$ cat src/hw/rvseed_pkg.sv
package rvseed_pkg;

    localparam int XLEN       = 64;
    localparam int REG_ADDR_W = 5;
    localparam int INST_W     = 32;

    // ALU operations, decoded once in ID and carried to EX
    typedef enum logic [3:0] {
        ALU_ADD    = 4'd0,
        ALU_SUB    = 4'd1,
        ALU_AND    = 4'd2,
        ALU_OR     = 4'd3,
        ALU_XOR    = 4'd4,
        ALU_SLL    = 4'd5,
        ALU_SRL    = 4'd6,
        ALU_SRA    = 4'd7,
        ALU_SLT    = 4'd8,
        ALU_SLTU   = 4'd9,
        ALU_PASS_B = 4'd10   // lui result
    } alu_op_e;

    // decoded bundle held in the ID/EX register
    typedef struct packed {
        logic [XLEN-1:0]       pc;
        logic                  ena;           // valid instruction in this slot
        logic                  reg_wen;
        logic [REG_ADDR_W-1:0] reg_waddr;
        alu_op_e               alu_op;
        logic [XLEN-1:0]       alu_src1;      // operands after forwarding
        logic [XLEN-1:0]       alu_src2;
        logic                  ebreak_flag;
        logic                  illegal_flag;
        logic [INST_W-1:0]     inst;          // raw word, kept for debug
    } id_ex_t;

    // forwarding source seen by decode
    typedef struct packed {
        logic                  valid;
        logic [REG_ADDR_W-1:0] addr;
        logic [XLEN-1:0]       data;
    } bypass_t;

    // result record between EX and WB
    typedef struct packed {
        logic                  valid;         // register write happens
        logic [REG_ADDR_W-1:0] addr;
        logic [XLEN-1:0]       data;
        logic [XLEN-1:0]       pc;
        logic                  ebreak;
        logic                  illegal;
    } wb_t;

endpackage
$ cat src/hw/id_ex_regs.sv
`timescale 1ns/1ns

module id_ex_regs #(
    parameter logic [rvseed_pkg::XLEN-1:0] RESET_PC = 64'h8000_0000
) (
    input  logic               clk,
    input  logic               rst_n,
    input  rvseed_pkg::id_ex_t id_ex_i,
    output rvseed_pkg::id_ex_t id_ex_o
);

    // no stall or flush, so the bundle moves every cycle
    always_ff @(posedge clk or negedge rst_n) begin
        if (!rst_n) begin
            id_ex_o    <= '0;
            id_ex_o.pc <= RESET_PC;   // matches decode pc after reset
        end else begin
            id_ex_o <= id_ex_i;
        end
    end

endmodule

$ cat config.mk
export PLATFORM = sky130hd
export DESIGN_NAME = id_ex_regs
export DESIGN_NICKNAME = d
export VERILOG_FILES = /design/src/hw/rvseed_pkg.sv /design/src/hw/id_ex_regs.sv
export SDC_FILE = /design/constraint.sdc
export NUM_CORES = 1
export LEC_CHECK = 0
export ABC_AREA = 1
export BUFFER_PORTS_ARGS = -buffer_cell sky130_fd_sc_hd__buf_2
export CORE_AREA = 2 2 185 187
export DETAILED_ROUTE_END_ITERATION = 8
export DIE_AREA = 0 0 187 189
export GPL_ROUTABILITY_DRIVEN = 0
export PLACE_DENSITY_LB_ADDON = 0.25
export RECOVER_POWER = 100
export SLEW_MARGIN = 20
export SYNTH_ARGS = -nofsm -noshare
export SYNTH_HDL_FRONTEND = slang
export SYNTH_SLANG_ARGS = --single-unit
export TNS_END_PERCENT = 100
$ cat constraint.sdc
create_clock -name clk -period 1.2 [get_ports clk]
set_input_delay 0 -clock clk [delete_from_list [all_inputs] [get_ports clk]]
set_output_delay 0 -clock clk [all_outputs]
set_load 0.05 [all_outputs]
==> run summary <==
The flow ran to the end, but the final reports show violations. The final reports fail on negative setup slack. The logs give 20.2 mW for the total chip power and 0 um^2 for the total area of multi-input combinational cells. For the DRC violations left, the log shows 0. The total overflow left after global routing is 0. The startpoint identified for the worst hold timing path is id_ex_i[12]. Cell area power density: 1640 nW/um^2. Worst setup path category: reg2out.

With fillers left out, the area of the finished cells amounts to 12300 um^2. At the worst endpoint, the arrival time is 1210 ps. The fraction of power spent switching nets came out at 26.5%.

Combinational logic is responsible for 15.7% of the overall power. The sequential share of the synthesized area is 100%, and the number of buffers created by CTS is 26. Count of different cell masters after synthesis: 2.

For the area of the die, the log shows 35300 um^2. Port buffering added 475 buffers. The worst path uses 101% of the clock period. The tools report the H-tree level count as 1. The number of instances in the synthesized netlist is 237, and the area share of the largest cell type after synthesis is 99.6%. Detailed routing inserted a total of 4910 vias. On the critical path, the stage with the largest delay is an instance of dfstp_2.

The run gives 444 ps as the post-placement worst setup slack. Ranked by flip-flop count, first place goes to id_ex_o. For this run, the slowest stage of the critical path takes 530 ps.

For the total global routing track utilization, the log shows 11.8%. For the number of antenna violations at the first check in global routing, the log shows 1. The run gives 0 as the number of hold violations in the final report. Wires add up to 21300 um.

The number of flip-flops in the largest register is 237. The pre-antenna-repair detailed-routing pass consisted of 4 iterations. The placed instances occupy a cell area of 8990 um^2. At the pin with the least slew margin, the transition time is 330 ps. The tools report the number of standard-cell rows in the floorplan as 67. The tools report the hold-critical path endpoint as id_ex_o[12].

Using the TritonRoute via totals, the vias-per-cell ratio works out to 3.37. The worst path needs 1210 ps of the cycle, external delays included. Of the total power, the clock network draws 42.2%. Synthesis produced a netlist with a net count of 476. Category of the worst setup path launch point: a flop.

The detail-routed net length per standard cell is 14.7 um, and the total standard cell area after synthesis is 5930 um^2. In this run the tightest slew margin relative to its limit is 78.0%. The post-route netlist has 50.4% of its cells at a drive strength greater than 1.

Sequential cell area: 5930 um^2. The initial utilization of the core area, before any placement, comes to 17.8%. After floorplanning, the core was sized to cover 33300 um^2. The run gives 237 as the clock sink total. Count of multi-input combinational gates: 0. The maximum clock rate was 0.827 GHz; the clock slew at the register clock pins of the worst setup and hold paths was 60 ps.

The standby leakage power is 6.12 nW, and the total number of yosys warnings is 0. The global-route wire length before repair came out at 32300 um. The largest net degree at the start of global routing is 44. The average instance in the mapped netlist occupies 25.0 um^2. The maximum buffer depth of the clock tree is 3. The highest net fanout along the worst path came out at 1. Setup repair after global routing could not meet its margin everywhere.

The class of the most critical hold timing path is in2reg. The logs give -8.82 ps for the accumulated negative setup slack and 14.9 mW for the total internal power. TritonCTS built the clock tree. The floorplan die width was 187 um; the number of pins with negative max-slew slack in the final report was 0. The tightest hold path in the finished design has a slack of 91.8 ps. Compared with the post-synthesis result, the final layout area differs by 107%.

The final critical-path setup slack came out at -8.82 ps. After the first detailed-routing iteration, the DRC count stood at 58. Counting instances, the worst hold path has a depth of 2. On the critical path the largest part of the delay comes from flip-flops.

The tools report the via count of the first global-routing pass as 5606. From bottom edge to top edge, the die measures 189 um. The sort of element at the end of the critical path is an output port.

Registers are responsible for 42.1% of the overall power. The synthesized flop and latch total works out to 237. The cell taking the most area after synthesis was dfrtp_1. The total I/O pin count was 476; the number of nets with antenna violations after detailed routing was 0. After filler insertion, the fill cell instance count of the layout stands at 3208. The analysis attributes to net switching a power of 5.37 mW. The number of buffer and inverter instances along the worst setup path came out at 1. Summed over all nets, the half-perimeter wirelength after detailed placement is 14700 um.

In the final layout, the registers with the most flip-flops are id_ex_o: 237 flops. In the final design database the tool counted 1226 nets. IR analysis of the VDD net gives a maximum drop of 1.13 mV. The buffer cell driving the clock tree root was clkbuf_16. Max-cap violations in this run came to 0. Yosys attributes the largest share of cell area to dfrtp_1 (100%), dfstp_2 (0.44%).

Walking the worst path, the cells encountered are buf_8. The run gives 1 as the number of setup violations in the final report. The data required time of the critical path came out at 1200 ps.
worst max-delay path by stage:
stage / end / slack (ps) / depth (start not counted) / from
after floorplan: id_ex_o[204] / 540 / 0 / id_ex_o[204]
after global placement: id_ex_o[204] / 440 / 1 / id_ex_o[204]
after global routing: id_ex_o[204] / -60 / 1 / id_ex_o[204]
after CTS: id_ex_o[204] / -50 / 1 / id_ex_o[204]
final: id_ex_o[204] / -9 / 1 / id_ex_o[204]
after detailed placement: id_ex_o[204] / 440 / 1 / id_ex_o[204]
cell usage in the layout (no fill, tap or decap), drive strengths merged:
cell type,count
diode,1
dfrtp,236
buf,308
clkinv,2
clkbuf,214
dlygate4sd3,239
dfstp,1
clkinvlp,2
bufinv,4
repair_timing:
action,in CTS,in global routing
hold buffers,239,0
resized for setup,4,6
setup endpoints to repair,2,7
endpoints found under the hold margin,474,0
gates cloned,0,0
setup buffers,0,0
routing by layer:
metal,share of wire [%],GRT usage [%]
met2,52,21.6
met1,34,12.0
met4,5.0,5.46
met5,0,0
met3,9.0,4.45
through the flow:
step           instances  utilization [%]
2_1_floorplan        237                -
3_3_place_gp        1168             27.0
3_5_place_dp        1168             27.0
4_1_cts             1454             37.1
5_1_grt             1455             36.9
6_report            1455             36.9
area by class of cell:
cell class,count,share of cell area [%]
Sequential cell,237,48.2
Timing Repair Buffer,722,39.6
Clock buffer,39,6.43
Tap cell,448,4.56
Clock inverter,8,1.18
Antenna cell,1,0.0204
power by group through the flow:
stage          logic [mW]  clock network [mW]  registers (mW)
2_1_floorplan           0                   0            10.1
3_3_place_gp         2.58                   0            8.62
3_5_place_dp         2.59                   0            8.63
4_1_cts              3.23                8.80            8.49
5_1_grt              3.33                9.21            8.54
6_report             3.18                8.54            8.50
logic make-up after synthesis:
kind of cell	share of synthesized area [%]
flip-flops	100
synthesized netlist by cell type:
master   instances
dfstp_2          1
dfrtp_1        236
Note: power is estimated with default switching activity, not from simulation.
