==> src/hw/rvseed_pkg.sv <==
package rvseed_pkg;

    localparam int XLEN       = 64;
    localparam int REG_ADDR_W = 5;
    localparam int INST_W     = 32;

    // ALU operations, decoded once in ID and carried to EX
    typedef enum logic [3:0] {
        ALU_ADD    = 4'd0,
        ALU_SUB    = 4'd1,
        ALU_AND    = 4'd2,
        ALU_OR     = 4'd3,
        ALU_XOR    = 4'd4,
        ALU_SLL    = 4'd5,
        ALU_SRL    = 4'd6,
        ALU_SRA    = 4'd7,
        ALU_SLT    = 4'd8,
        ALU_SLTU   = 4'd9,
        ALU_PASS_B = 4'd10   // lui result
    } alu_op_e;

    // decoded bundle held in the ID/EX register
    typedef struct packed {
        logic [XLEN-1:0]       pc;
        logic                  ena;           // valid instruction in this slot
        logic                  reg_wen;
        logic [REG_ADDR_W-1:0] reg_waddr;
        alu_op_e               alu_op;
        logic [XLEN-1:0]       alu_src1;      // operands after forwarding
        logic [XLEN-1:0]       alu_src2;
        logic                  ebreak_flag;
        logic                  illegal_flag;
        logic [INST_W-1:0]     inst;          // raw word, kept for debug
    } id_ex_t;

    // forwarding source seen by decode
    typedef struct packed {
        logic                  valid;
        logic [REG_ADDR_W-1:0] addr;
        logic [XLEN-1:0]       data;
    } bypass_t;

    // result record between EX and WB
    typedef struct packed {
        logic                  valid;         // register write happens
        logic [REG_ADDR_W-1:0] addr;
        logic [XLEN-1:0]       data;
        logic [XLEN-1:0]       pc;
        logic                  ebreak;
        logic                  illegal;
    } wb_t;

endpackage
==> src/hw/reg_file.sv <==
`timescale 1ns/1ns

module reg_file (
    input  logic                              clk,
    input  logic                              rst_n,
    input  logic [rvseed_pkg::REG_ADDR_W-1:0] rs1_addr_i,
    input  logic [rvseed_pkg::REG_ADDR_W-1:0] rs2_addr_i,
    input  logic                              we_i,
    input  logic [rvseed_pkg::REG_ADDR_W-1:0] waddr_i,
    input  logic [rvseed_pkg::XLEN-1:0]       wdata_i,
    output logic [rvseed_pkg::XLEN-1:0]       rs1_data_o,
    output logic [rvseed_pkg::XLEN-1:0]       rs2_data_o
);

    localparam int NUM_REGS = 2 ** rvseed_pkg::REG_ADDR_W;

    logic [rvseed_pkg::XLEN-1:0] regs [NUM_REGS];

    always_ff @(posedge clk or negedge rst_n) begin
        if (!rst_n) begin
            for (int i = 0; i < NUM_REGS; i++)
                regs[i] <= '0;
        end else if (we_i && waddr_i != '0) begin   // x0 stays zero
            regs[waddr_i] <= wdata_i;
        end
    end

    // combinational read, bypass logic sits in decode
    assign rs1_data_o = (rs1_addr_i == '0) ? '0 : regs[rs1_addr_i];
    assign rs2_data_o = (rs2_addr_i == '0) ? '0 : regs[rs2_addr_i];

endmodule

==> config.mk <==
export PLATFORM = sky130hd
export DESIGN_NAME = reg_file
export DESIGN_NICKNAME = d
export VERILOG_FILES = /design/src/hw/rvseed_pkg.sv /design/src/hw/reg_file.sv
export SDC_FILE = /design/constraint.sdc
export NUM_CORES = 2
export LEC_CHECK = 0
export BUFFER_PORTS_ARGS = -buffer_cell sky130_fd_sc_hd__clkbuf_2
export CORE_ASPECT_RATIO = 0.8
export CORE_MARGIN = 4
export CORE_UTILIZATION = 57
export DETAILED_ROUTE_END_ITERATION = 12
export PLACE_DENSITY = 0.73
export SLEW_MARGIN = 10
export SYNTH_ARGS = -nofsm -noshare
export SYNTH_HDL_FRONTEND = slang
export SYNTH_SLANG_ARGS = --single-unit
==> constraint.sdc <==
create_clock -name clk -period 2.15 [get_ports clk]
set_input_delay 0.1075 -clock clk [delete_from_list [all_inputs] [get_ports clk]]
set_output_delay 0.1075 -clock clk [all_outputs]
set_load 0.05 [all_outputs]
==> impl_metrics.csv <==
group,metric,value,unit
clock_tree,cts.sinks,2048,
setup_path,worstPathCellList,"mux4_2 > mux2i_2 > nor2_1 > or4_1 > buf_6 > buf_12",
setup_path,r2r-start,"regs[712]",
min_path,worstHoldStart,"waddr_i[4]",
floorplan,dieArea,197000,um2
clock_tree,cts_max_path_buffers,3,
finish,fin_nets,7488,
yosys,seq_area_frac_synth,47.3,%
clock_tree,cts_made_buffers,202,
setup_path,worstPathRequired,2.04,ns
setup_path,reg2reg_slack,0.79,ns
sta,slew_headroom,31.7,%
outcome,status,"finished, violations left",
finish,largest_register_ffs,2048,
sta,rsz0062_at_grt,"true",
clock_tree,root_buffer,"clkbuf_16",
clock_tree,clkTransAtPathRegs,0.06,ns
placed_design,place_congestion,0.883,
yosys,synth.avg_cell_area,15.6,um2
yosys,synthMuxAreaShare,45.9,%
finish,finish.utilization,68.8,%
sta,drv_slew,0,
placed_design,dp_hpwl,216000,um
sta,hold_viol,0,
clock_tree,clkLatencyLatePin,0.83,ns
route,ant_nets,0,
grt,grtUsageTotal,35.1,%
grt,grt_overflow,0,
setup_path,end_kind,"primary output",
power_and_ir_drop,p_per_area,917,nW/um2
route,firstDrtPassIters,9,
setup_path,worst-path-buf-inv,2,
sta,clock-skew-final,0,ns
yosys,ys_seq_elements,2048,
min_path,hold_path_class,"in -> reg",
setup_path,regToRegEndpoint,"regs[712]",
setup_path,path_class,"reg -> out",
sta,setup_violations,128,
power_and_ir_drop,p_total,119,mW
yosys,synth_top_family_by_area,"multiplexers",
power_and_ir_drop,cellLeakagePower,56.8,nW
sta,setup_slack,-0.773,ns
yosys,synthTopCellsByCount,"dfrtp_1, mux2_2, mux4_2",
placed_design,port_buffers,209,
placed_design,dp_worst_setup_slack,-0.321,ns
floorplan,die_width,496,um
yosys,synth_fp_nets,7045,
yosys,syn-instance-count,6963,
route,vias,70879,
floorplan,row_count,142,
route,wire_per_inst,33.9,um
yosys,synth_xor_area_share,0,%
yosys,synth_compound_area_share,2.14,%
yosys,yosysWarnings,0,
grt,grt_pass1_wl,509000,um
yosys,synth_edf_count,0,
yosys,synth_top_area_share,47.3,%
yosys,yosys.area.top_type,"dfrtp_1",
setup_path,arrival,2.82,ns
yosys,synth-adder-area-share,0,%
yosys,synthDistinctLibCells,48,
floorplan,core_area,188000,um2
power_and_ir_drop,ir_drop,0.000761,V
clock_tree,htreeDepth,4,
route,vias_per_cell,7.01,
setup_path,crit_fanout,2,
placed_design,postPlaceCellArea,120000,um2
route,drc,0,
sta,tightest_slew,1.02,ns
outcome,violations,"negative setup slack",
floorplan,io_pins,210,
finish,drive_gt1_share,60.0,%
clock_tree,cts_tree,"yes",
finish,reg.largest.list,"regs x2048",
setup_path,r2r_cells,2,
floorplan,start_util,57.6,%
placed_design,dp_cells,9568,
yosys,ys.flop_type,"dfrtp_1",
yosys,yosysMostFrequentCell,"dfrtp_1",
setup_path,cp-start-kind,"flop",
grt,first_global_vias,73710,
setup_path,critical-path-max-stage-delay,0.52,ns
grt,antenna_found_initial,15,
setup_path,crit_cells,6,
route,drtIter0Drc,7953,
yosys,synth_area,108000,um2
sta,fin_crit,2.92,ns
finish,syn_to_final_growth,19.4,%
run,cap_violations,0,
finish,top_register,"regs",
sta,fin_crit_sh,136,%
yosys,synthTopCellsByArea,"dfrtp_1, mux2_2, mux4_2",
min_path,hold_depth,6,
min_path,min_to,"regs[1924]",
floorplan,die_h,398,um
yosys,synthArstFlopShare,100,%
grt,grt_max_degree,84,
sta,clock.fmax,342,MHz
route,drt_wl_total,342000,um
setup_path,cp_slowest_cell,"or4_1",
finish,fin_area,129000,um2
setup_path,crit_family,"multiplexers",
yosys,synthSimpleGateAreaFrac,1.41,%
finish,fin_cells,10105,
==> cells in the final DEF (no fill, tap or decap), types with 17 or more instances in the layout <==
cell type	n
a22oi_1	25
buf_12	355
buf_4	485
buf_6	25
buf_8	24
bufinv_16	17
clkbuf_1	38
clkbuf_16	222
clkbuf_2	71
clkbuf_8	60
clkinv_2	42
dfrtp_1	2048
dlygate4sd3_1	62
mux2_2	1991
mux2_4	17
mux2i_1	469
mux2i_2	48
mux4_2	968
nand2_1	22
nor2_1	18
nor2b_1	27
o22a_1	17
o22ai_1	160
o22ai_2	22
or2_1	24
or2_4	47
==> worst min-delay path, stage by stage <==
cell and delay (ns):
clkbuf_2 0.09, buf_4 0.15, nor3b_1 0.06, buf_4 0.16, nand2_4 0.11, mux2_2 0.16
==> power breakdown <==
part	total [mW]	internal (mW)	switching, mW	leakage [nW]
combinational	30.0	17.7	12.3	27.1
clock	37.2	21.4	15.8	3.43
sequential	51.6	45.9	5.68	26.3
total	119	85.0	33.7	56.8
==> layout make-up <==
type,count,area [um2]
Fill cell,12158,58700
Multi-Input combinational cell,4108,55200
Sequential cell,2048,51200
Timing Repair Buffer,1046,12900
Clock buffer,298,6030
Tap cell,2520,3150
Clock inverter,75,885
Antenna cell,10,25.0
==> stage by stage <==
stage               setup TNS (ns)  hold slack (ns)
finish                      -58.18           0.0577
detailed placement          -27.99           0.0869
global placement            -26.57           0.0789
CTS                         -63.09          0.00655
floorplan                   -0.523           -0.188
global route                -67.35           0.0462
==> routing by layer <==
metal,share of wire [%],global-route usage (%)
met1,41,50.7
met5,0.012,0
met3,9.6,8.33
met4,4.3,12.9
met2,46,52.4
==> worst max-delay path by stage <==
| stage | from | endpoint | slack, ns |
|---|---|---|---|
| after floorplan | rs2_addr_i[0] | rs2_data_o[18] | -0.19 |
| after global placement | rs1_addr_i[0] | rs1_data_o[34] | -0.30 |
| after detailed placement | rs1_addr_i[0] | rs1_data_o[30] | -0.32 |
| after CTS | regs[1513] | rs2_data_o[41] | -0.79 |
| after global routing | regs[1193] | rs2_data_o[41] | -0.82 |
| final | regs[1449] | rs2_data_o[41] | -0.77 |
==> what timing repair did <==
item | CTS | global route
hold buffers | 63 | 0
buffers inserted | 69 | 31
pin swaps | 145 | 87
resized for setup | 257 | 104
gates cloned | 0 | 0
setup endpoints to repair | 128 | 128
hold endpoints to repair | 3575 | 0
==> kinds of logic (layout without fill, tap and decap cells) <==
family	count (synthesis)	after routing
compound gates	328	328
other cells	0	10
simple gates	270	270
mux	3510	3510
flops	2048	2048
buf+inv	807	1419
Note: power is estimated with default switching activity, not from simulation.
