`src/hw/rvseed_pkg.sv`:
```
package rvseed_pkg;

    localparam int XLEN       = 64;
    localparam int REG_ADDR_W = 5;
    localparam int INST_W     = 32;

    // ALU operations, decoded once in ID and carried to EX
    typedef enum logic [3:0] {
        ALU_ADD    = 4'd0,
        ALU_SUB    = 4'd1,
        ALU_AND    = 4'd2,
        ALU_OR     = 4'd3,
        ALU_XOR    = 4'd4,
        ALU_SLL    = 4'd5,
        ALU_SRL    = 4'd6,
        ALU_SRA    = 4'd7,
        ALU_SLT    = 4'd8,
        ALU_SLTU   = 4'd9,
        ALU_PASS_B = 4'd10   // lui result
    } alu_op_e;

    // decoded bundle held in the ID/EX register
    typedef struct packed {
        logic [XLEN-1:0]       pc;
        logic                  ena;           // valid instruction in this slot
        logic                  reg_wen;
        logic [REG_ADDR_W-1:0] reg_waddr;
        alu_op_e               alu_op;
        logic [XLEN-1:0]       alu_src1;      // operands after forwarding
        logic [XLEN-1:0]       alu_src2;
        logic                  ebreak_flag;
        logic                  illegal_flag;
        logic [INST_W-1:0]     inst;          // raw word, kept for debug
    } id_ex_t;

    // forwarding source seen by decode
    typedef struct packed {
        logic                  valid;
        logic [REG_ADDR_W-1:0] addr;
        logic [XLEN-1:0]       data;
    } bypass_t;

    // result record between EX and WB
    typedef struct packed {
        logic                  valid;         // register write happens
        logic [REG_ADDR_W-1:0] addr;
        logic [XLEN-1:0]       data;
        logic [XLEN-1:0]       pc;
        logic                  ebreak;
        logic                  illegal;
    } wb_t;

endpackage
```
`src/hw/wb_stage.sv`:
```
`timescale 1ns/1ns

module wb_stage (
    input  logic                              clk,
    input  logic                              rst_n,
    input  rvseed_pkg::wb_t                   result_i,
    input  logic                              ena_i,
    output rvseed_pkg::wb_t                   wb_o,
    output logic                              rf_we_o,
    output logic [rvseed_pkg::REG_ADDR_W-1:0] rf_waddr_o,
    output logic [rvseed_pkg::XLEN-1:0]       rf_wdata_o,
    output rvseed_pkg::bypass_t               wb_byp_o,
    output logic                              halted_o,
    output logic                              illegal_o
);

    rvseed_pkg::wb_t wb_q;
    logic            halted_q;

    always_ff @(posedge clk or negedge rst_n) begin
        if (!rst_n) begin
            wb_q     <= '0;
            halted_q <= 1'b0;
        end else begin
            wb_q         <= result_i;
            wb_q.ebreak  <= result_i.ebreak & ena_i;    // flags only count for real slots
            wb_q.illegal <= result_i.illegal & ena_i;
            if (ena_i && result_i.ebreak)
                halted_q <= 1'b1;   // sticky until reset
        end
    end

    assign wb_o       = wb_q;
    assign rf_we_o    = wb_q.valid;
    assign rf_waddr_o = wb_q.addr;
    assign rf_wdata_o = wb_q.data;
    assign wb_byp_o   = '{valid: wb_q.valid, addr: wb_q.addr, data: wb_q.data};
    assign halted_o   = halted_q;
    assign illegal_o  = wb_q.illegal;   // one cycle pulse

endmodule

```
`config.mk`:
```
export PLATFORM = sky130hd
export DESIGN_NAME = wb_stage
export DESIGN_NICKNAME = d
export VERILOG_FILES = /design/src/hw/rvseed_pkg.sv /design/src/hw/wb_stage.sv
export SDC_FILE = /design/constraint.sdc
export NUM_CORES = 1
export LEC_CHECK = 0
export BUFFER_PORTS_ARGS = -buffer_cell sky130_fd_sc_hd__buf_4
export CAP_MARGIN = 20
export CORE_AREA = 4 4 161 163
export CTS_CLUSTER_DIAMETER = 120
export CTS_CLUSTER_SIZE = 28
export DETAILED_ROUTE_END_ITERATION = 7
export DIE_AREA = 0 0 165 167
export GPL_ROUTABILITY_DRIVEN = 1
export GPL_TIMING_DRIVEN = 1
export SETUP_SLACK_MARGIN = 0.2
export SLEW_MARGIN = 20
export SYNTH_ARGS = -nofsm -noshare
export SYNTH_HDL_FRONTEND = slang
export SYNTH_SLANG_ARGS = --single-unit
```
`constraint.sdc`:
```
create_clock -name clk -period 1.2 [get_ports clk]
set_input_delay 0.06 -clock clk [delete_from_list [all_inputs] [get_ports clk]]
set_output_delay 0.06 -clock clk [all_outputs]
set_load 0.01 [all_outputs]
```
==> results.txt <==
The worst setup path is captured at a primary output. The post-detailed-route count of antenna-violating nets is 0. The actual slew at the worst max-slew pin came out at 0.446 ns.

The maximum fanout along the worst path came out at 3. The launch point of the critical path is rf_waddr_o[4]. The number of buffer cells added on primary ports came out at 416. The via density per instance is 3.46. Of the cells placed in the final design, the portion with a size suffix greater than 1 is 68.4%. The synthesized net count came out at 420. The worst setup path is launched from a register.

The critical-path cell with the highest stage delay is sky130_fd_sc_hd__dfrtp_2. The final hold violation count came to 0. The final layout contains routed wiring with a total length of 17.8 mm. The global route total overflow came out at 0. The clock arrives with 0 ns of skew. The final routed wire length divided by cell count came out at 16.8 um. The power density normalized to cell area is 1250 nW/um2.

The logic depth of the worst register-to-register path came out at 1. For the finished layout, the period the worst path requires is 1.07 ns. The number of global-route vias before repair is 4298. The worst reg-to-reg setup slack is 0.54 ns. The starting density of the core came out at 18.5%. The highest clock rate is 935 MHz. The floorplan step defined a die boundary enclosing 27600 um2.

The CTS sink count is 137. Entering global routing, the biggest net connects 43 pins. The global-route total usage across every layer came out at 12.5%. The worst vdd rail ir drop came out at 626 uV. The share of the synthesized area in the top cell type came out at 76.1%. In this run, placement finished with an instance count of 889.

TritonCTS built the clock tree. The placer's final routability congestion estimate came out at 0.751. The most common cell in the synthesized netlist is sky130_fd_sc_hd__buf_4.

The worst path buffer plus inverter count is 1. The HPWL after detailed placement is 12.4 mm. The setup TNS came out at 0 ns. The synthesis-to-layout area growth came out at 125%. The run finished with clean final reports. The Yosys warning count is 0. The total vias in the final route is 3671. The remaining routing DRC violations is 0. The synthesized netlist occupies a cell area of 4510 um2. The worst register-to-register path ends at halted_o.

The die is 167 um tall. The final non-filler cell total came out at 1060. The level count of the clock H-tree came out at 4. The reported max-cap violation count came out at 0. The analysis attributes to cell leakage a power of 4.83 nW.

Data on the critical path is required at its endpoint by 1.14 ns. At the end of the flow the core is filled with cells to 41.8%. The placeable core region is 24300 um2. In this run the worst setup path terminates at wb_byp_o[68]. The final-stage net count is 861.

The max-slew violation total from the final report is 0. The flop and latch count out of synthesis came out at 137. The worst pin sits at a relative slew slack of 70.3%. From left edge to right edge, the die measures 165 um. The most used flip-flop cell after synthesis is sky130_fd_sc_hd__dfrtp_1. The share of flip-flops with an asynchronous set or reset after synthesis came out at 100%. The distinct cell type count after synthesis is 4.

The total number of cells along the worst setup path came out at 1. Setup repair after global routing could not meet its margin everywhere. The critical path goes through buf_6. The fraction of the cycle the final worst path needs is 89.2%. Yosys mapped a number of flops with a built-in enable equal to 0. The clock latency at the later pin of the worst-skew pair is 0.41 ns. The cell sitting at the root of the clock tree is a sky130_fd_sc_hd__clkbuf_16. The worst hold path belongs to the class primary input to async pin.

The largest total area in the synthesized netlist belongs to sky130_fd_sc_hd__dfrtp_1. The first detailed-routing pass ran for 4 iterations. The number of antenna violations at the first check in global routing is 2. For this design the top-level I/O count stands at 417.

The first global-routing pass estimated 25.7 mm of wire. The worst setup path is of the register to primary output kind. After synthesis, the cell types taking the most area are sky130_fd_sc_hd__dfrtp_1, sky130_fd_sc_hd__buf_4, sky130_fd_sc_hd__and2_1, sky130_fd_sc_hd__a21o_1.

In this run the mean area of a mapped cell was 16.0 um2. Setup violations remaining at the end of the flow were counted as 0. Counting along the longest clock path gives a buffer depth of 2. Among cell families on the critical path, the largest total delay comes from flip-flops. After synthesis, flip-flops and latches occupy 76.1% of the total area. The site row count is 57. The worst flop-to-flop path startpoint is halted_o. The worst hold slack came out at 0.164 ns.

In this run, CTS created clock tree buffers numbering 17. The critical path data arrival time is 1.01 ns. In this run, the number of DRC markers left after iteration 0 of detailed routing was 107.

Counting instances in the post-synthesis netlist gives the leading cell types as sky130_fd_sc_hd__buf_4, sky130_fd_sc_hd__dfrtp_1, sky130_fd_sc_hd__and2_1, sky130_fd_sc_hd__a21o_1. In this design, the stage delay of the slowest critical-path cell is 0.46 ns. The clock-pin slew on the worst setup and hold paths is 0.07 ns. The cell count after synthesis came out at 281.
logic make-up (layout without fill, tap and decap cells):
group | count (synthesis) | after routing | synth area share (%)
and+or+nand+nor | 2 | 2 | 0.278
buffers and inverters | 141 | 595 | 23.5
other | 0 | 1 | 0
AOI/OAI and AO/OA | 1 | 1 | 0.167
DFF | 137 | 137 | 76.1
sequential cells by signal, summed over array words and instances (netlist names):
register    cells
halted_o        1
illegal_o       1
rf_waddr_o      5
rf_wdata_o     64
rf_we_o         1
wb_o           65
layout by cell type (no fill, tap or decap), types with 2 or more instances in the layout:
cell type / instances
sky130_fd_sc_hd__clkinv_4: 3
sky130_fd_sc_hd__bufinv_16: 3
sky130_fd_sc_hd__buf_6: 276
sky130_fd_sc_hd__clkbuf_16: 17
sky130_fd_sc_hd__clkinv_2: 2
sky130_fd_sc_hd__dlygate4sd3_1: 138
sky130_fd_sc_hd__buf_4: 147
sky130_fd_sc_hd__dfrtp_2: 46
sky130_fd_sc_hd__dfrtp_1: 91
sky130_fd_sc_hd__buf_12: 2
sky130_fd_sc_hd__inv_6: 5
sky130_fd_sc_hd__and2_1: 2
worst min-delay path by stage:
stage / from / end / slack [ns] / cells after the start
6_report: rst_n / wb_o[51] / 0.16 / 2
4_1_cts: rst_n / rf_waddr_o[3] / 0.16 / 2
3_3_place_gp: rst_n / rf_wdata_o[24] / 0.03 / 1
5_1_grt: rst_n / wb_o[29] / 0.18 / 2
2_1_floorplan: rst_n / halted_o / -0.24 / 0
3_5_place_dp: rst_n / wb_o[13] / 0.03 / 1
per-stage QoR:
stage	area, um2	setup slack [ns]	total power, mW
2_1_floorplan	4510	0.541	5.65
3_3_place_gp	7070	0.546	6.61
3_5_place_dp	7070	0.540	6.63
4_1_cts	9900	0.107	12.9
5_1_grt	10200	0.0761	13.4
6_report	10200	0.130	12.7
metal layers:
| metal | up-vias | global-route usage [%] | wire length (um) |
|---|---|---|---|
| met5 | - | 0 | 10 |
| met1 | 1793 | 12.9 | 6180 |
| met2 | 251 | 22.7 | 9640 |
| met4 | 2 | 3.83 | 257 |
| li1 | 1611 | - | - |
| met3 | 14 | 5.04 | 1730 |
report_power, final:
group	internal (mW)	switching (mW)	total, mW	leakage, nW
combinational	1.45	0.731	2.18	2.98
clock	3.32	2.13	5.45	0.301
sequential	4.87	0.249	5.12	1.55
timing repair:
item                                    4_1_cts  5_1_grt
hold buffers                                138        0
endpoints found under the setup margin      239      277
resized for setup                           227       94
endpoints found under the hold margin       274        0
buffers inserted                              0        0
cell type report:
type,count,area (um2)
sequential,137,3490
multi-input combinational,3,20.0
fill,2183,14200
tap,324,405
clock buffer,17,425
clock inverter,15,189
timing repair buffer,563,5630
antenna,1,2.50
No activity file was read; power rests on OpenSTA's default activity.
