## src/hw/rvseed_pkg.sv

```systemverilog
package rvseed_pkg;

    localparam int XLEN       = 64;
    localparam int REG_ADDR_W = 5;
    localparam int INST_W     = 32;

    // ALU operations, decoded once in ID and carried to EX
    typedef enum logic [3:0] {
        ALU_ADD    = 4'd0,
        ALU_SUB    = 4'd1,
        ALU_AND    = 4'd2,
        ALU_OR     = 4'd3,
        ALU_XOR    = 4'd4,
        ALU_SLL    = 4'd5,
        ALU_SRL    = 4'd6,
        ALU_SRA    = 4'd7,
        ALU_SLT    = 4'd8,
        ALU_SLTU   = 4'd9,
        ALU_PASS_B = 4'd10   // lui result
    } alu_op_e;

    // decoded bundle held in the ID/EX register
    typedef struct packed {
        logic [XLEN-1:0]       pc;
        logic                  ena;           // valid instruction in this slot
        logic                  reg_wen;
        logic [REG_ADDR_W-1:0] reg_waddr;
        alu_op_e               alu_op;
        logic [XLEN-1:0]       alu_src1;      // operands after forwarding
        logic [XLEN-1:0]       alu_src2;
        logic                  ebreak_flag;
        logic                  illegal_flag;
        logic [INST_W-1:0]     inst;          // raw word, kept for debug
    } id_ex_t;

    // forwarding source seen by decode
    typedef struct packed {
        logic                  valid;
        logic [REG_ADDR_W-1:0] addr;
        logic [XLEN-1:0]       data;
    } bypass_t;

    // result record between EX and WB
    typedef struct packed {
        logic                  valid;         // register write happens
        logic [REG_ADDR_W-1:0] addr;
        logic [XLEN-1:0]       data;
        logic [XLEN-1:0]       pc;
        logic                  ebreak;
        logic                  illegal;
    } wb_t;

endpackage
```

## src/hw/alu_exec.sv

```systemverilog
`timescale 1ns/1ns

module alu_exec (
    input  rvseed_pkg::id_ex_t  id_ex_i,
    output rvseed_pkg::wb_t     result_o,
    output rvseed_pkg::bypass_t ex_byp_o
);

    logic [rvseed_pkg::XLEN-1:0] src1;
    logic [rvseed_pkg::XLEN-1:0] src2;
    logic [5:0]                  shamt;   // rv64 shifts use six bits
    logic [rvseed_pkg::XLEN-1:0] alu_res;
    logic                        wr_valid;

    assign src1  = id_ex_i.alu_src1;
    assign src2  = id_ex_i.alu_src2;
    assign shamt = src2[5:0];

    always_comb begin
        case (id_ex_i.alu_op)
            rvseed_pkg::ALU_ADD:    alu_res = src1 + src2;
            rvseed_pkg::ALU_SUB:    alu_res = src1 - src2;
            rvseed_pkg::ALU_AND:    alu_res = src1 & src2;
            rvseed_pkg::ALU_OR:     alu_res = src1 | src2;
            rvseed_pkg::ALU_XOR:    alu_res = src1 ^ src2;
            rvseed_pkg::ALU_SLL:    alu_res = src1 << shamt;
            rvseed_pkg::ALU_SRL:    alu_res = src1 >> shamt;
            rvseed_pkg::ALU_SRA:    alu_res = $signed(src1) >>> shamt;
            rvseed_pkg::ALU_SLT: begin
                alu_res = {63'd0, $signed(src1) < $signed(src2)};
            end
            rvseed_pkg::ALU_SLTU:   alu_res = {63'd0, src1 < src2};
            rvseed_pkg::ALU_PASS_B: alu_res = src2;
            default:                alu_res = '0;
        endcase
    end

    // bubbles carry stale operands, only ena makes a write real
    assign wr_valid = id_ex_i.ena & id_ex_i.reg_wen;

    always_comb begin
        result_o.valid   = wr_valid;
        result_o.addr    = id_ex_i.reg_waddr;
        result_o.data    = alu_res;
        result_o.pc      = id_ex_i.pc;
        result_o.ebreak  = id_ex_i.ebreak_flag;
        result_o.illegal = id_ex_i.illegal_flag;
    end

    always_comb begin
        ex_byp_o.valid = wr_valid;
        ex_byp_o.addr  = id_ex_i.reg_waddr;
        ex_byp_o.data  = alu_res;
    end

endmodule

```

## config.mk

```make
export PLATFORM = sky130hd
export DESIGN_NAME = alu_exec
export DESIGN_NICKNAME = d
export VERILOG_FILES = /design/src/hw/rvseed_pkg.sv /design/src/hw/alu_exec.sv
export SDC_FILE = /design/constraint.sdc
export NUM_CORES = 1
export LEC_CHECK = 0
export BUFFER_PORTS_ARGS = -buffer_cell sky130_fd_sc_hd__buf_2
export CELL_PAD_IN_SITES_DETAIL_PLACEMENT = 1
export CELL_PAD_IN_SITES_GLOBAL_PLACEMENT = 1
export CORE_MARGIN = 2
export CORE_UTILIZATION = 41
export DETAILED_ROUTE_END_ITERATION = 8
export PLACE_DENSITY = 0.87
export SLEW_MARGIN = 10
export SYNTH_ARGS = -nofsm -noshare
export SYNTH_HDL_FRONTEND = slang
export SYNTH_SLANG_ARGS = --single-unit
```

## constraint.sdc

```tcl
create_clock -name vclk -period 6.7
set_input_delay 0.335 -clock vclk [all_inputs]
set_output_delay 0.335 -clock vclk [all_outputs]
set_load 0.005 [all_outputs]
```

==> results.txt, run 1 <==
status - finished, final reports clean
Final Hold Viols - 0
CP Max Fanout - 40
met2 Use GR - 0.6512
DIE WIDTH - 232.0 um
CTS resizes - 0
sequential area share after synthesis - 0
Critical Path Source Type - primary input
Arr. time, crit path - 5220 ps
first-pass GRT wire length - 178600 um
sequential cell area - 0 um2
post-synthesis cell type count - 91
Synth Warn # - 0
hold buffers post-CTS - 0
worst endpoint required time - 6360 ps
setup TNS - 0 ps
synth top area cells - mux4_2 14%, ha_1 12%, a21oi_1 7.0%, nor2_1 6.8%, buf_4 5.1%
Syn Nets - 3562
RSZ-0062 raised after global routing - no
crit path capture type - output port
most frequent cells in the layout - 384 x nor2_1, 297 x a21oi_1, 276 x nand2_1, 258 x buf_2
Post-Syn Instances - 3126
drt wl/cell - 33.45 um
Via-to-Cell Ratio - 7.275
Setup violations, final - 0
cell taking the most area after synthesis - mux4_2
DRC - 0
layout cells sized above 1 - 0.1668
initial antenna violation count - 3
row cnt - 83
grt peak-use layer - met2
overall die area - 53810 um2
# IOs - 443
fmax - 0.1800 GHz
Nets - 3495
Worst-Margin Slew - 1333 ps
sequential cells - 0
DP Wirelength - 98690 um
GP Congestion - 1.099
Routed WL - 125100 um
commonest non-fill, non-tap cell in the layout - nor2_1
DRT antenna net count - 0
vias in the first global route - 25540
Max-Cap Viols - 0
Starting Density - 0.4154
# clk buffers - 0
total track usage - 0.4467
critical path class - primary input to output port
GR Util met1 - 0.6131
minimum clock period - 5555 ps
routed via count - 27209
total global routing overflow - 0
HP Class - primary input to output port
Setup Fix Bufs, Post-CTS - 0
# port buffers - 264
Die Ht - 232.0 um
Final Max Tran Viols - 0
post-synth top area share - 0.1374
mean post-synth cell area - 6.817 um2
Mapped Area - 21310 um2
GR Util met3 - 0.1313
largest net degree at the start of global routing - 136
drt first pass iters - 8
Tcrit/Tclk final - 0.8290
core area - 51300 um2
Slew HR - 0.08593
1st-iter DRT viols - 4276
Area growth syn-to-layout - 2.777%
-- cells in the mapped netlist, types with 11 or more instances --
| master | number |
|---|---|
| nor2b_1 | 25 |
| nand2_1 | 276 |
| inv_1 | 200 |
| a21o_1 | 30 |
| o21ai_1 | 57 |
| buf_4 | 146 |
| a31oi_1 | 25 |
| o2111ai_1 | 27 |
| o21a_1 | 20 |
| a211o_1 | 11 |
| or2_2 | 11 |
| nor2_1 | 385 |
| o21ai_0 | 194 |
| a22oi_1 | 31 |
| nor3_1 | 86 |
| o21bai_1 | 35 |
| mux2i_1 | 99 |
| nand3_1 | 49 |
| a221oi_1 | 44 |
| and2_1 | 15 |
| o221ai_1 | 17 |
| a211oi_1 | 32 |
| o22ai_1 | 28 |
| buf_2 | 38 |
| o211ai_1 | 45 |
| a221o_1 | 18 |
| mux2_2 | 18 |
| clkbuf_1 | 150 |
| or3_1 | 12 |
| buf_1 | 44 |
| a21oi_1 | 297 |
| nor4_1 | 26 |
| and3_1 | 13 |
| nand2b_1 | 18 |
| o31ai_1 | 35 |
| mux4_2 | 130 |
| nand4_1 | 23 |
| ha_1 | 197 |
| xnor2_1 | 49 |
-- worst max-delay path, cell delays in order --
cell       delay (ps)
buf_4             420
inv_2              80
ha_1              520
nand3_1           130
nor2_1            160
o21ai_0           230
a2111oi_0        1180
o211ai_1          530
a21oi_1           360
o21ai_0           150
a31oi_1           560
mux2i_1           250
o211ai_1          120
buf_2             180
-- final cells by class --
type	instances	area (um2)
Antenna cell	3	7.507
Timing Repair Buffer	315	1775
Inverter	206	777.0
Multi-Input combinational cell	2536	18490
Fill cell	6734	29400
Tap cell	680	850.8
-- cell families (layout without fill, tap and decap cells) --
group,after synthesis,in the layout,synth area share
AO/OA/AOI/OAI,1060,1060,0.3242
XOR/XNOR,52,52,0.02137
adder cells (fa/ha/maj),199,199,0.1176
buffers and inverters,590,521,0.1340
multiplexers,257,257,0.2008
other,0,3,0
AND/OR/NAND/NOR,968,968,0.2020
-- per-stage QoR --
stage | area (um2) | hold slack [ps] | setup slack [ps] | utilization | cells
floorplan | 21310 | 750.8 | 1662 | - | 3126
CTS | 21890 | 670.0 | 1413 | 0.4268 | 3737
detailed placement | 21890 | 670.0 | 1443 | 0.4268 | 3737
finish | 21900 | 670.0 | 1146 | 0.4269 | 3740
global placement | 21890 | 670.0 | 1451 | 0.4268 | 3737
global route | 21890 | 670.0 | 1013 | 0.4268 | 3737
-- layer usage --
| layer | vias up | wire length, um |
|---|---|---|
| met4 | 2 | 6061 |
| met5 | - | 15 |
| met3 | 328 | 17910 |
| met1 | 13408 | 49460 |
| li1 | 11298 | - |
| met2 | 2173 | 51650 |
-- worst paths after layout --
kind                      from           end  cells past startpoint
setup / recovery   id_ex_i[38]  ex_byp_o[59]                     14
hold / removal    id_ex_i[191]  result_o[20]                      0
==> run 2, diff against run 1 <==
Clock period 6.7 ns to 5.8 ns, I/O delays scaled along.
==> run 2 against run 1 <==
Against the previous run: first-iteration DRC count increased by 6.0%; sequential share of layout area stayed put; worst setup slack lost 700 ps; design area increased by 1.3%; clock-buffer cell count stayed put; cell count grew 0.83%; utilization increased by 0.54 points; non-clock buffer count grew 32; critical path depth unchanged; wire length up 4.8%; global-route usage up 2.3 points.
==> results.txt, run 2 (synthesis gave the netlist of run 1 again) <==
Setup Fix Bufs, Post-CTS - 0
overall die area - 53810 um2
Nets - 3527
row cnt - 83
minimum clock period - 5357 ps
Starting Density - 0.4154
total global routing overflow - 0
vias in the first global route - 25797
CTS resizes - 0
Via-to-Cell Ratio - 7.260
hold buffers post-CTS - 0
Tcrit/Tclk final - 0.9235
status - finished, final reports clean
CP Max Fanout - 31
footprint of the multi-input gates - 18490 um2
# clk buffers - 0
RSZ-0062 raised after global routing - no
# IOs - 443
critical path class - primary input to output port
GP Congestion - 1.087
Critical Path Source Type - primary input
most frequent cells in the layout - 384 x nor2_1, 297 x a21oi_1, 276 x nand2_1, 258 x buf_2
layout cells sized above 1 - 0.1755
Routed WL - 131200 um
met2 WL - 53050 um
# port buffers - 264
DRT antenna net count - 0
first-pass GRT wire length - 185500 um
drt wl/cell - 34.78 um
Arr. time, crit path - 5070 ps
sequential cells - 0
Setup violations, final - 0
worst-path cell chain - buf_4, clkinv_2, ha_1, inv_1, o311a_1, a31o_1, a211oi_1, a31oi_1, o21ai_1, a21oi_1, a2111oi_0, nor3_1, o31ai_1, buf_2
Area growth syn-to-layout - 4.069%
total track usage - 0.4694
Die Ht - 232.0 um
HP Class - primary input to output port
fillcell total - 6754
DIE WIDTH - 232.0 um
commonest non-fill, non-tap cell in the layout - nor2_1
largest net degree at the start of global routing - 102
drt first pass iters - 6
Max-Cap Viols - 0
DP Wirelength - 105300 um
M1 WL - 52810 um
worst endpoint required time - 5510 ps
Slowest cell on crit path - a2111oi_0
fmax - 0.1867 GHz
sequential cell area - 0 um2
top layer in use - met5
crit path capture type - output port
CP max stage delay - 750 ps
met3 wire length - 18450 um
Worst-Margin Slew - 1340 ps
Final Max Tran Viols - 0
DRC - 0
Final Hold Viols - 0
core area - 51300 um2
Slew HR - 0.08355
1st-iter DRT viols - 4534
initial antenna violation count - 5
setup TNS - 0 ps
routed via count - 27376
==> run 2: final timing paths <==
kind                     start            end  slack (ps)  cells after the start
setup / recovery   id_ex_i[37]  result_o[117]         440                     14
hold / removal    id_ex_i[191]   result_o[20]         580                      0
==> run 2: critical path, delay by kind of cell <==
family	cells	cell delay, ps
AO/OA/AOI/OAI	8	3310
adder cells (fa/ha/maj)	1	500
buffers and inverters	4	850
AND/OR/NAND/NOR	1	110
==> run 2: metrics by stage <==
step | setup WS [ps] | cells | instance area [um2] | hold slack [ps] | util
final | 443.5 | 3771 | 22180 | 580.0 | 0.4323
after detailed placement | 744.7 | 3769 | 22170 | 580.0 | 0.4322
after global placement | 782.3 | 3769 | 22170 | 580.0 | 0.4322
after floorplan | 852.0 | 3126 | 21310 | 660.8 | -
after global routing | 353.5 | 3769 | 22170 | 580.0 | 0.4322
after CTS | 725.3 | 3769 | 22170 | 580.0 | 0.4322
==> run 2: area by class of cell <==
cell class         instances  share of cell area
well taps                680             0.03837
diodes                     2           0.0002257
multi-input cells       2536              0.8338
inverters                206             0.03504
repair buffers           347             0.09259
==> run 2: layer usage <==
metal / track usage / vias to the layer above
met5: 0 / -
met4: 0.1957 / 4
met3: 0.1431 / 335
met2: 0.6710 / 2081
met1: 0.6482 / 13609
li1: - / 11347
